===== config.mk =====
export PLATFORM = sky130hd
export DESIGN_NAME = fxp_addsub_pipe
export DESIGN_NICKNAME = d
export VERILOG_FILES = /design/src/fxp_format_pkg.sv /design/src/fxp_op_pkg.sv /design/src/cla_add.sv /design/src/fxp_add_stage.sv /design/src/fxp_addsub_pipe.sv /design/src/fxp_operand_stage.sv /design/src/fxp_result_stage.sv
export SDC_FILE = /design/constraint.sdc
export NUM_CORES = 1
export LEC_CHECK = 0
export ABC_AREA = 1
export BUFFER_PORTS_ARGS = -buffer_cell sky130_fd_sc_hd__buf_4
export CAP_MARGIN = 10
export CORE_MARGIN = 3
export CORE_UTILIZATION = 50
export DETAILED_ROUTE_END_ITERATION = 10
export PLACE_DENSITY_LB_ADDON = 0.2
export SLEW_MARGIN = 40
export SYNTH_ARGS = -nofsm -noshare
export SYNTH_HDL_FRONTEND = slang
export SYNTH_SLANG_ARGS = --single-unit

===== constraint.sdc =====
create_clock -name clk -period 18.7 [get_ports clk]
set_input_delay 1.87 -clock clk [delete_from_list [all_inputs] [get_ports clk]]
set_output_delay 1.87 -clock clk [all_outputs]
set_load 0.05 [all_outputs]

===== src/fxp_format_pkg.sv =====
`default_nettype none

package fxp_format_pkg;

    // ----------------------------------------
    // Signed fixed-point data format
    // ----------------------------------------

    // Operand and result width in bits
    // Binary point position is left to the user
    localparam int DATA_W = 16;

    // Saturation limits for two's complement
    // Largest positive, zero sign then all ones
    localparam logic [DATA_W-1:0] MAX_POS = {1'b0, {(DATA_W-1){1'b1}}};

    // Most negative, sign bit only
    localparam logic [DATA_W-1:0] MAX_NEG = {1'b1, {(DATA_W-1){1'b0}}};

    // Index of the sign bit, used by the stages
    localparam int SIGN_BIT = DATA_W - 1;

endpackage : fxp_format_pkg

`default_nettype wire


===== src/fxp_op_pkg.sv =====
`default_nettype none

package fxp_op_pkg;

    // ----------------------------------------
    // Operations of the add/subtract unit
    // ----------------------------------------

    // Opcode encoding
    // Bit 0 selects subtract, bit 1 selects saturation
    typedef enum logic [1:0] {
        OP_ADD  = 2'b00,    // Wrapping add
        OP_SUB  = 2'b01,    // Wrapping subtract
        OP_ADDS = 2'b10,    // Saturating add
        OP_SUBS = 2'b11     // Saturating subtract
    } fxp_op_e;

    // ----------------------------------------
    // Pipeline timing
    // ----------------------------------------

    // Operand, add and result stages
    // One register each, in_valid to out_valid
    localparam int PIPE_LAT = 3;

endpackage : fxp_op_pkg

`default_nettype wire


===== src/cla_add.sv =====
`default_nettype none
`timescale 1ns/10ps

module cla_add #(
    parameter int N = 32            // Datapath width in bits
) (
    input  wire  [N-1:0] a,         // Operand A
    input  wire  [N-1:0] b,         // Operand B
    input  wire          ci,        // Carry in
    output logic [N-1:0] c,         // Sum
    output logic         co         // Carry out
);

    // ----------------------------------------
    // Per-bit terms
    // ----------------------------------------

    // Generate, both bits set
    logic [N-1:0] g;
    // Propagate, either bit set
    logic [N-1:0] p;
    // Propagate without generate, i.e. the half-sum
    logic [N-1:0] pg;
    // Carry into each bit, plus the final carry
    logic [N:0]   k;

    assign g  = a & b;
    assign p  = a | b;
    assign pg = p & ~g;

    // ----------------------------------------
    // Carry chain
    // ----------------------------------------

    // Carry into bit 0 is the external carry in
    // Each next carry is generated here or propagated through
    always_comb begin
        k[0] = ci;
        for (int i = 0; i < N; i++) begin
            k[i+1] = g[i] | (p[i] & k[i]);
        end
    end

    // ----------------------------------------
    // Sum and carry out
    // ----------------------------------------

    // Half-sum xor incoming carry
    assign c  = pg ^ k[N-1:0];

    // Carry out of the MSB
    assign co = k[N];

endmodule : cla_add

`default_nettype wire


===== src/fxp_add_stage.sv =====
`default_nettype none
`timescale 1ns/10ps

module fxp_add_stage
    import fxp_format_pkg::*;
(
    input  wire               clk,
    input  wire               rst,
    input  wire               s1_valid,
    input  wire  [DATA_W-1:0] s1_a,
    input  wire  [DATA_W-1:0] s1_b,
    input  wire               s1_ci,
    input  wire               s1_sat,
    output logic              s2_valid,
    output logic [DATA_W-1:0] s2_sum,
    output logic              s2_co,
    output logic              s2_sign_a,    // Sign of A
    output logic              s2_sign_b,    // Sign of conditioned B
    output logic              s2_sat
);

    // Adder outputs, combinational
    logic [DATA_W-1:0] sum;
    logic              co;

    // ----------------------------------------
    // Carry-lookahead adder
    // ----------------------------------------

    cla_add #(
        .N  (DATA_W)
    ) u_cla_add (
        .a  (s1_a),
        .b  (s1_b),
        .ci (s1_ci),
        .c  (sum),
        .co (co)
    );

    // ----------------------------------------
    // Stage 2 registers
    // ----------------------------------------

    always_ff @(posedge clk) begin
        if (rst) begin
            s2_valid <= 1'b0;
        end else begin
            s2_valid <= s1_valid;
        end
    end

    // Signs kept for the overflow check in stage 3
    always_ff @(posedge clk) begin
        if (s1_valid) begin
            s2_sum    <= sum;
            s2_co     <= co;
            s2_sign_a <= s1_a[SIGN_BIT];
            s2_sign_b <= s1_b[SIGN_BIT];
            s2_sat    <= s1_sat;
        end
    end

endmodule : fxp_add_stage

`default_nettype wire


===== src/fxp_addsub_pipe.sv =====
`default_nettype none
`timescale 1ns/10ps

module fxp_addsub_pipe
    import fxp_format_pkg::*;
    import fxp_op_pkg::*;
(
    input  wire               clk,
    input  wire               rst,
    input  wire               in_valid,
    input  fxp_op_e           op,
    input  wire  [DATA_W-1:0] a,
    input  wire  [DATA_W-1:0] b,
    output logic              out_valid,
    output logic [DATA_W-1:0] result,
    output logic              ovf,
    output logic              carry
);

    // Operand stage to add stage
    logic              s1_valid;
    logic [DATA_W-1:0] s1_a;
    logic [DATA_W-1:0] s1_b;
    logic              s1_ci;
    logic              s1_sat;

    // Add stage to result stage
    logic              s2_valid;
    logic [DATA_W-1:0] s2_sum;
    logic              s2_co;
    logic              s2_sign_a;
    logic              s2_sign_b;
    logic              s2_sat;

    // ----------------------------------------
    // Stage 1, decode and condition
    // ----------------------------------------

    fxp_operand_stage u_fxp_operand_stage (
        .clk      (clk),
        .rst      (rst),
        .in_valid (in_valid),
        .op       (op),
        .a        (a),
        .b        (b),
        .s1_valid (s1_valid),
        .s1_a     (s1_a),
        .s1_b     (s1_b),
        .s1_ci    (s1_ci),
        .s1_sat   (s1_sat)
    );

    // ----------------------------------------
    // Stage 2, carry-lookahead add
    // ----------------------------------------

    fxp_add_stage u_fxp_add_stage (
        .clk       (clk),
        .rst       (rst),
        .s1_valid  (s1_valid),
        .s1_a      (s1_a),
        .s1_b      (s1_b),
        .s1_ci     (s1_ci),
        .s1_sat    (s1_sat),
        .s2_valid  (s2_valid),
        .s2_sum    (s2_sum),
        .s2_co     (s2_co),
        .s2_sign_a (s2_sign_a),
        .s2_sign_b (s2_sign_b),
        .s2_sat    (s2_sat)
    );

    // ----------------------------------------
    // Stage 3, overflow and saturation
    // ----------------------------------------

    fxp_result_stage u_fxp_result_stage (
        .clk       (clk),
        .rst       (rst),
        .s2_valid  (s2_valid),
        .s2_sum    (s2_sum),
        .s2_co     (s2_co),
        .s2_sign_a (s2_sign_a),
        .s2_sign_b (s2_sign_b),
        .s2_sat    (s2_sat),
        .out_valid (out_valid),
        .result    (result),
        .ovf       (ovf),
        .carry     (carry)
    );

endmodule : fxp_addsub_pipe

`default_nettype wire


===== src/fxp_operand_stage.sv =====
`default_nettype none
`timescale 1ns/10ps

module fxp_operand_stage
    import fxp_format_pkg::*;
    import fxp_op_pkg::*;
(
    input  wire               clk,
    input  wire               rst,
    input  wire               in_valid,     // One strobe per operation
    input  fxp_op_e           op,
    input  wire  [DATA_W-1:0] a,
    input  wire  [DATA_W-1:0] b,
    output logic              s1_valid,
    output logic [DATA_W-1:0] s1_a,
    output logic [DATA_W-1:0] s1_b,         // B or ~B
    output logic              s1_ci,        // 1 for subtract
    output logic              s1_sat        // Saturation request
);

    // Decoded opcode levels
    logic sub;
    logic sat;

    // ----------------------------------------
    // Opcode decode
    // ----------------------------------------

    always_comb begin
        sub = 1'b0;
        sat = 1'b0;
        case (op)
            OP_ADD: begin
                sub = 1'b0;
                sat = 1'b0;
            end
            OP_SUB: begin
                sub = 1'b1;
                sat = 1'b0;
            end
            OP_ADDS: begin
                sub = 1'b0;
                sat = 1'b1;
            end
            OP_SUBS: begin
                sub = 1'b1;
                sat = 1'b1;
            end
            default: begin
                sub = 1'b0;
                sat = 1'b0;
            end
        endcase
    end

    // ----------------------------------------
    // Stage 1 registers
    // ----------------------------------------

    // Valid pipeline bit
    always_ff @(posedge clk) begin
        if (rst) begin
            s1_valid <= 1'b0;
        end else begin
            s1_valid <= in_valid;
        end
    end

    // Operand conditioning
    // A - B is done as A + ~B + 1
    always_ff @(posedge clk) begin
        if (in_valid) begin
            s1_a   <= a;
            s1_b   <= sub ? ~b : b;
            s1_ci  <= sub;
            s1_sat <= sat;
        end
    end

endmodule : fxp_operand_stage

`default_nettype wire


===== src/fxp_result_stage.sv =====
`default_nettype none
`timescale 1ns/10ps

module fxp_result_stage
    import fxp_format_pkg::*;
(
    input  wire               clk,
    input  wire               rst,
    input  wire               s2_valid,
    input  wire  [DATA_W-1:0] s2_sum,
    input  wire               s2_co,
    input  wire               s2_sign_a,
    input  wire               s2_sign_b,
    input  wire               s2_sat,
    output logic              out_valid,
    output logic [DATA_W-1:0] result,
    output logic              ovf,
    output logic              carry     // No-borrow for subtract
);

    // Combinational overflow and result
    logic              ovf_c;
    logic [DATA_W-1:0] limit;
    logic [DATA_W-1:0] result_c;

    // ----------------------------------------
    // Signed overflow
    // ----------------------------------------

    // Like signs in, different sign out
    assign ovf_c = (s2_sign_a == s2_sign_b) && (s2_sum[SIGN_BIT] != s2_sign_a);

    // ----------------------------------------
    // Saturation select
    // ----------------------------------------

    // Clamp toward the sign of the operands
    assign limit = s2_sign_a ? MAX_NEG : MAX_POS;

    // Wrapped sum unless saturation applies
    assign result_c = (ovf_c && s2_sat) ? limit : s2_sum;

    // ----------------------------------------
    // Output registers
    // ----------------------------------------

    always_ff @(posedge clk) begin
        if (rst) begin
            out_valid <= 1'b0;
        end else begin
            out_valid <= s2_valid;
        end
    end

    // Outputs hold between valid results
    always_ff @(posedge clk) begin
        if (rst) begin
            result <= '0;
            ovf    <= 1'b0;
            carry  <= 1'b0;
        end else if (s2_valid) begin
            result <= result_c;
            ovf    <= ovf_c;
            carry  <= s2_co;
        end
    end

endmodule : fxp_result_stage

`default_nettype wire


==> results of run 1 <==
[worst max-delay path by stage]
stage / from / end / slack [ps] / cells after the start
after floorplan: u_fxp_operand_stage.s1_a[0]$_DFFE_PP_ / u_fxp_add_stage.s2_sum[15]$_DFFE_PP_ / 12250 / 20
after global placement: u_fxp_operand_stage.s1_a[0]$_DFFE_PP_ / u_fxp_add_stage.s2_sum[15]$_DFFE_PP_ / 12080 / 20
after detailed placement: u_fxp_operand_stage.s1_a[0]$_DFFE_PP_ / u_fxp_add_stage.s2_sum[15]$_DFFE_PP_ / 11980 / 20
after CTS: u_fxp_operand_stage.s1_a[0]$_DFFE_PP_ / u_fxp_add_stage.s2_sum[15]$_DFFE_PP_ / 11940 / 20
after global routing: u_fxp_operand_stage.s1_a[0]$_DFFE_PP_ / u_fxp_add_stage.s2_sum[15]$_DFFE_PP_ / 11690 / 20
final: u_fxp_operand_stage.s1_a[0]$_DFFE_PP_ / u_fxp_add_stage.s2_sum[15]$_DFFE_PP_ / 11990 / 20
[report_power, final]
part	total (W)	switching, W	internal (W)
clock network	0.000130	0.0000558	0.0000740
registers	0.000207	0.00000819	0.000198
logic	0.0000428	0.0000246	0.0000183
total	0.000379	0.0000886	0.000291
[synth_stat cells, drive strengths merged]
cell    instances
a31oi           1
a21oi          16
clkbuf          4
o21ai          18
fa             16
dfxtp          21
buf             5
nand4           1
xor2           16
inv            18
nor2            9
nand3           1
edfxtp         54
nand2          19
[flip-flops by register name (all words and copies together) (netlist names), 16 cells and up]
register,count
u_fxp_result_stage.result,16
u_fxp_operand_stage.s1_b,16
u_fxp_add_stage.s2_sum,16
u_fxp_operand_stage.s1_a,16
[layout make-up]
cell class	instances	area, sq um	area share [%]
flip-flops and latches	75	2040	57.0
multi-input cells	97	764	21.3
repair buffers	55	413	11.5
clock buffers	10	128	3.56
well taps	72	90.1	2.51
clock inverters	6	80.1	2.23
inverters	18	67.6	1.88
[per-stage QoR]
step                cells  worst slack (ps)  util (%)
finish                333             11990      64.3
global route          333             11690      64.3
CTS                   333             11940      64.3
detailed placement    317             11980      60.6
global placement      317             12080      60.6
floorplan             199             12250         -
[logic make-up (layout without fill, tap and decap cells)]
group / Yosys count / count (layout)
simple gates: 30 / 30
xor+xnor: 16 / 16
compound gates: 35 / 35
flops: 75 / 75
fa+ha+maj: 16 / 16
buf+inv: 27 / 89
[per-layer routing]
metal | GRT usage [%] | vias to the layer above | part of all wire (%)
li1 | - | 784 | -
met1 | 19.0 | 762 | 43
met2 | 21.5 | 41 | 49
met3 | 5.10 | 7 | 5.7
met4 | 8.82 | 0 | 1.8
met5 | 0 | - | 0
==> results.ini, run 1 <==
[run_status]
outcome = completed

[clock_tree]
cts.sinks = 75
cts_max_path_buffers = 2
ctsResizeCount = 0
cts-buffers-inserted = 9
tritoncts = built
insertion_delay_ps = 340
cts.clk_slew.worst_paths_ps = 80
h-tree-depth = 3
ctsHoldBuffers = 0
cts_setup_buffers = 0
cts_root_buffer = clkbuf_8

[setup_path]
rr_worst_depth = 20
rr_startpoint = u_fxp_operand_stage.s1_a[0]$_DFFE_PP_
worstPathArrival_ps = 6790
ff2ff_setup_slack_ps = 11990
cp_num_buf_inv = 4
crit_path_frequent_cell = fa_1
crit_path_start_kind = register
path_class = reg2reg
cp_top_family = adder cells
r2r_end = u_fxp_add_stage.s2_sum[15]$_DFFE_PP_
critical-path-slowest-cell = fa_1
end_kind = register
required_ps = 18780
path_cells = inv_1 -> fa_1 -> inv_1 -> fa_1 -> fa_1 -> fa_1 -> fa_1 -> fa_1 -> fa_1 -> fa_1 -> fa_1 -> fa_1 -> fa_1 -> fa_1 -> fa_1 -> fa_1 -> inv_1 -> fa_1 -> inv_1 -> fa_1
crit_path_max_fanout = 1
cpPeakStageDelay_ps = 430

[power_and_ir_drop]
totalPowerFinal_w = 0.000379
p_leak_nw = 1.47
peakVddDrop_v = 0.0000644
power_density_mw_per_mm2 = 106

[global_routing]
grtUsageTotal_pct = 14.7
grt_start_max_net_pins = 36
grt_pass1_wl_mm = 6.98
grt_antenna_before_repair = 0
grt_pass1_vias = 1436
grt-ovfl-total = 0

[finish]
layout_commonest_cell = buf_4
layout_common_cells = buf_4 (55), edfxtp_1 (54), dfxtp_1 (20)
design_area_sq_mm = 0.00359
antenna_cells = 0
nets = 309
drive_gt1_share_pct = 28.7
fillers = 423
area_delta_synth_final_pct = 22.3

[synth]
syn-cell-area_sq_mm = 0.00293
yosys.area_share.simple_pct = 4.23
ys_seq_area_share_pct = 69.7
synth_fp_nets = 252
yosys-top-cells-area = edfxtp_1 (55%), dfxtp_1 (14%), fa_1 (11%)
synth-compound-area-share_pct = 6.15
yosys_register_bits = 75
netlist_instances = 199
synth-xor-area-share_pct = 4.78
yosysUniqueCellTypes = 20
synthMuxAreaShare_pct = 0
synth_fa_ha_area_share_pct = 10.9
synth_largest_area_cell = edfxtp_1
syn_area_per_cell_sq_um = 14.7
ys_warn_count = 0
synth_top_family_by_area = adder cells
netlist.area_leader.share_pct = 55.3

[route]
viasPerCell = 4.79
drt_first_pass_iters = 4
wl_mm = 4.46
routedWlPerCell_microns = 13.4
ant_nets = 0
drtIter0Drc = 103
vias = 1594
route.detailed.drc = 0

[die]
io_pins = 56
die_h_microns = 82.6
start_util_pct = 52.6
dieArea_sq_mm = 0.00682
fp.dieW_microns = 82.6
coreArea_sq_mm = 0.00557
rows = 27

[timing]
fin_tns_setup_ps = 0
hold_violations = 0
fin_hold_ws_ps = 433
setup_viol = 0
relSlewSlack_pct = 60.0
fin_crit_ps = 6710
finalCritPeriodShare_pct = 35.9
rsz0062_at_grt = no
drv_slew = 0
tightest_slew_ps = 599
fin_skew_ps = 7.84
clock.fmax_ghz = 0.149

[min_path]
hold_class = reg2reg
min_to = u_fxp_add_stage.s2_sat$_DFFE_PP_
min_path_cells = 0
hp-start = u_fxp_operand_stage.s1_sat$_DFFE_PP_

[placement]
place.gp.congestion = 0.756
port_buffers = 55
dpl_cell_area_sq_mm = 0.00338
hpwl_mm = 3.01

[run]
cap_violations = 0

Power figures use the tool's default switching activity.
==> inputs of run 2 (changes only) <==
CORE_UTILIZATION = 49   (was 50)
clock period = 5.5 ns   (was 18.7 ns; I/O delays follow)
==> results.ini, run 2 (synthesized netlist as in run 1, its figures left out) <==
[setup_path]
worstPathArrival_ps = 6220
path_cells = inv_2 -> fa_2 -> inv_2 -> fa_2 -> fa_2 -> fa_2 -> fa_2 -> fa_2 -> fa_2 -> fa_2 -> fa_2 -> fa_2 -> fa_2 -> fa_2 -> fa_2 -> fa_2 -> inv_2 -> fa_2 -> inv_2 -> fa_2
end_kind = register
cp_top_family = adder cells
cpPeakStageDelay_ps = 410
cp_num_buf_inv = 4
crit_path_frequent_cell = fa_2
critical-path-slowest-cell = fa_2
crit_path_start_kind = register
required_ps = 5570
crit_path_max_fanout = 1
path_class = reg2reg

[finish]
layout_commonest_cell = buf_4
layout_common_cells = buf_4 (55), edfxtp_1 (54), dfxtp_1 (20)
area_delta_synth_final_pct = 22.2
fillers = 425
nets = 309
multi_input_area_sq_um = 805
antenna_cells = 0
final_cells = 333
drive_gt1_share_pct = 36.8
regArea_sq_mm = 0.00204

[timing]
fin_ws_ps = -653
fin_skew_ps = 5.66
relSlewSlack_pct = 59.6
hold_violations = 0
setup_viol = 3
clock.fmax_ghz = 0.163
fin_hold_ws_ps = 391
finalCritPeriodShare_pct = 112
fin_crit_ps = 6150
tightest_slew_ps = 605
rsz0062_at_grt = yes
drv_slew = 0

[placement]
place.gp.congestion = 0.745
port_buffers = 55
place_inst = 317
hpwl_mm = 3.08
place_ws_ps = -683

[route]
route.detailed.drc = 0
drt_first_pass_iters = 4
vias = 1624
routedWlPerCell_microns = 13.4
wl_mm = 4.45
viasPerCell = 4.88
ant_nets = 0
drtIter0Drc = 111

[global_routing]
grt_start_max_net_pins = 36
grt_use_met2_pct = 20.1
top_usage_layer = met2
grt_pass1_wl_mm = 7.27
grtUsageTotal_pct = 13.6
grt_antenna_before_repair = 0
grt-ovfl-total = 0
grt_pass1_vias = 1574
use_met1_pct = 17.9
grt_util_met3_pct = 4.27

[run_status]
outcome = complete, but fails checks
violations = negative setup slack

[clock_tree]
cts.clk_slew.worst_paths_ps = 70
cts.sinks = 75
tritoncts = built
cts_max_path_buffers = 2
insertion_delay_ps = 330
h-tree-depth = 3
ctsHoldBuffers = 0
cts_setup_buffers = 0
cts_root_buffer = clkbuf_8
cts-buffers-inserted = 9

[die]
start_util_pct = 52.0
dieArea_sq_mm = 0.00695
die_h_microns = 83.4
io_pins = 56
rows = 27
fp.dieW_microns = 83.4
coreArea_sq_mm = 0.00564

[power_and_ir_drop]
p_leak_nw = 1.44
peakVddDrop_v = 0.000159
power_density_mw_per_mm2 = 338

[min_path]
hold_class = in2reg

[run]
cap_violations = 0

## run 2: cell count changes in the layout (fill, tap and decap cells not counted)
cell        change
clkinvlp_4      -1
clkbuf_1        +2
clkinv_2        +2
bufinv_16       -2
clkinv_1        -2
inv_2           +5
inv_1           -5
fa_1           -16
clkbuf_8        +1
fa_2           +16
## run 2: final cells by class
| class | instances | share of cell area, % |
|---|---|---|
| inverter | 18 | 1.89 |
| timing repair buffer | 55 | 11.5 |
| clock inverter | 3 | 0.419 |
| clock buffer | 13 | 4.16 |
| multi-input combinational | 97 | 22.5 |
| tap | 72 | 2.51 |
| sequential | 75 | 57.0 |
## run 2: what timing repair did
action                                  in CTS  in global routing
hold endpoints to repair                     0                  0
endpoints found under the setup margin       4                  4
resized for setup                            7                  0
## run 2: power by group
part	internal, W	switching, W	total (W)
Clock	0.000174	0.000177	0.000352
Sequential	0.000675	0.0000301	0.000705
Combinational	0.0000683	0.0000871	0.000155
## run 2: per-stage QoR
| stage | total power [W] | TNS [ps] | area [sq um] | util (%) |
|---|---|---|---|---|
| detailed placement | 0.000873 | -1610 | 3410 | 60.5 |
| finish | 0.00121 | -1560 | 3580 | 63.5 |
| floorplan | 0.000809 | -1000 | 2960 | - |
| global placement | 0.000864 | -1350 | 3410 | 60.4 |
| CTS | 0.00123 | -1670 | 3580 | 63.5 |
| global route | 0.00128 | -2280 | 3580 | 63.5 |
## run 2: per-layer routing
metal,wire length (microns),vias to the layer above
met1,1950,774
li1,-,782
met2,2110,58
met5,0,-
met3,291,10
met4,99,0
## run 2: final timing paths
check	start	end	slack, ps	depth (start not counted)
min reg2reg	u_fxp_operand_stage.s1_sat$_DFFE_PP_	u_fxp_add_stage.s2_sat$_DFFE_PP_	430	0
max	u_fxp_operand_stage.s1_a[0]$_DFFE_PP_	u_fxp_add_stage.s2_sum[15]$_DFFE_PP_	-650	20
max reg2reg	u_fxp_operand_stage.s1_a[0]$_DFFE_PP_	u_fxp_add_stage.s2_sum[15]$_DFFE_PP_	-650	20
min	a[5]	u_fxp_operand_stage.s1_a[5]$_DFFE_PP_	390	1
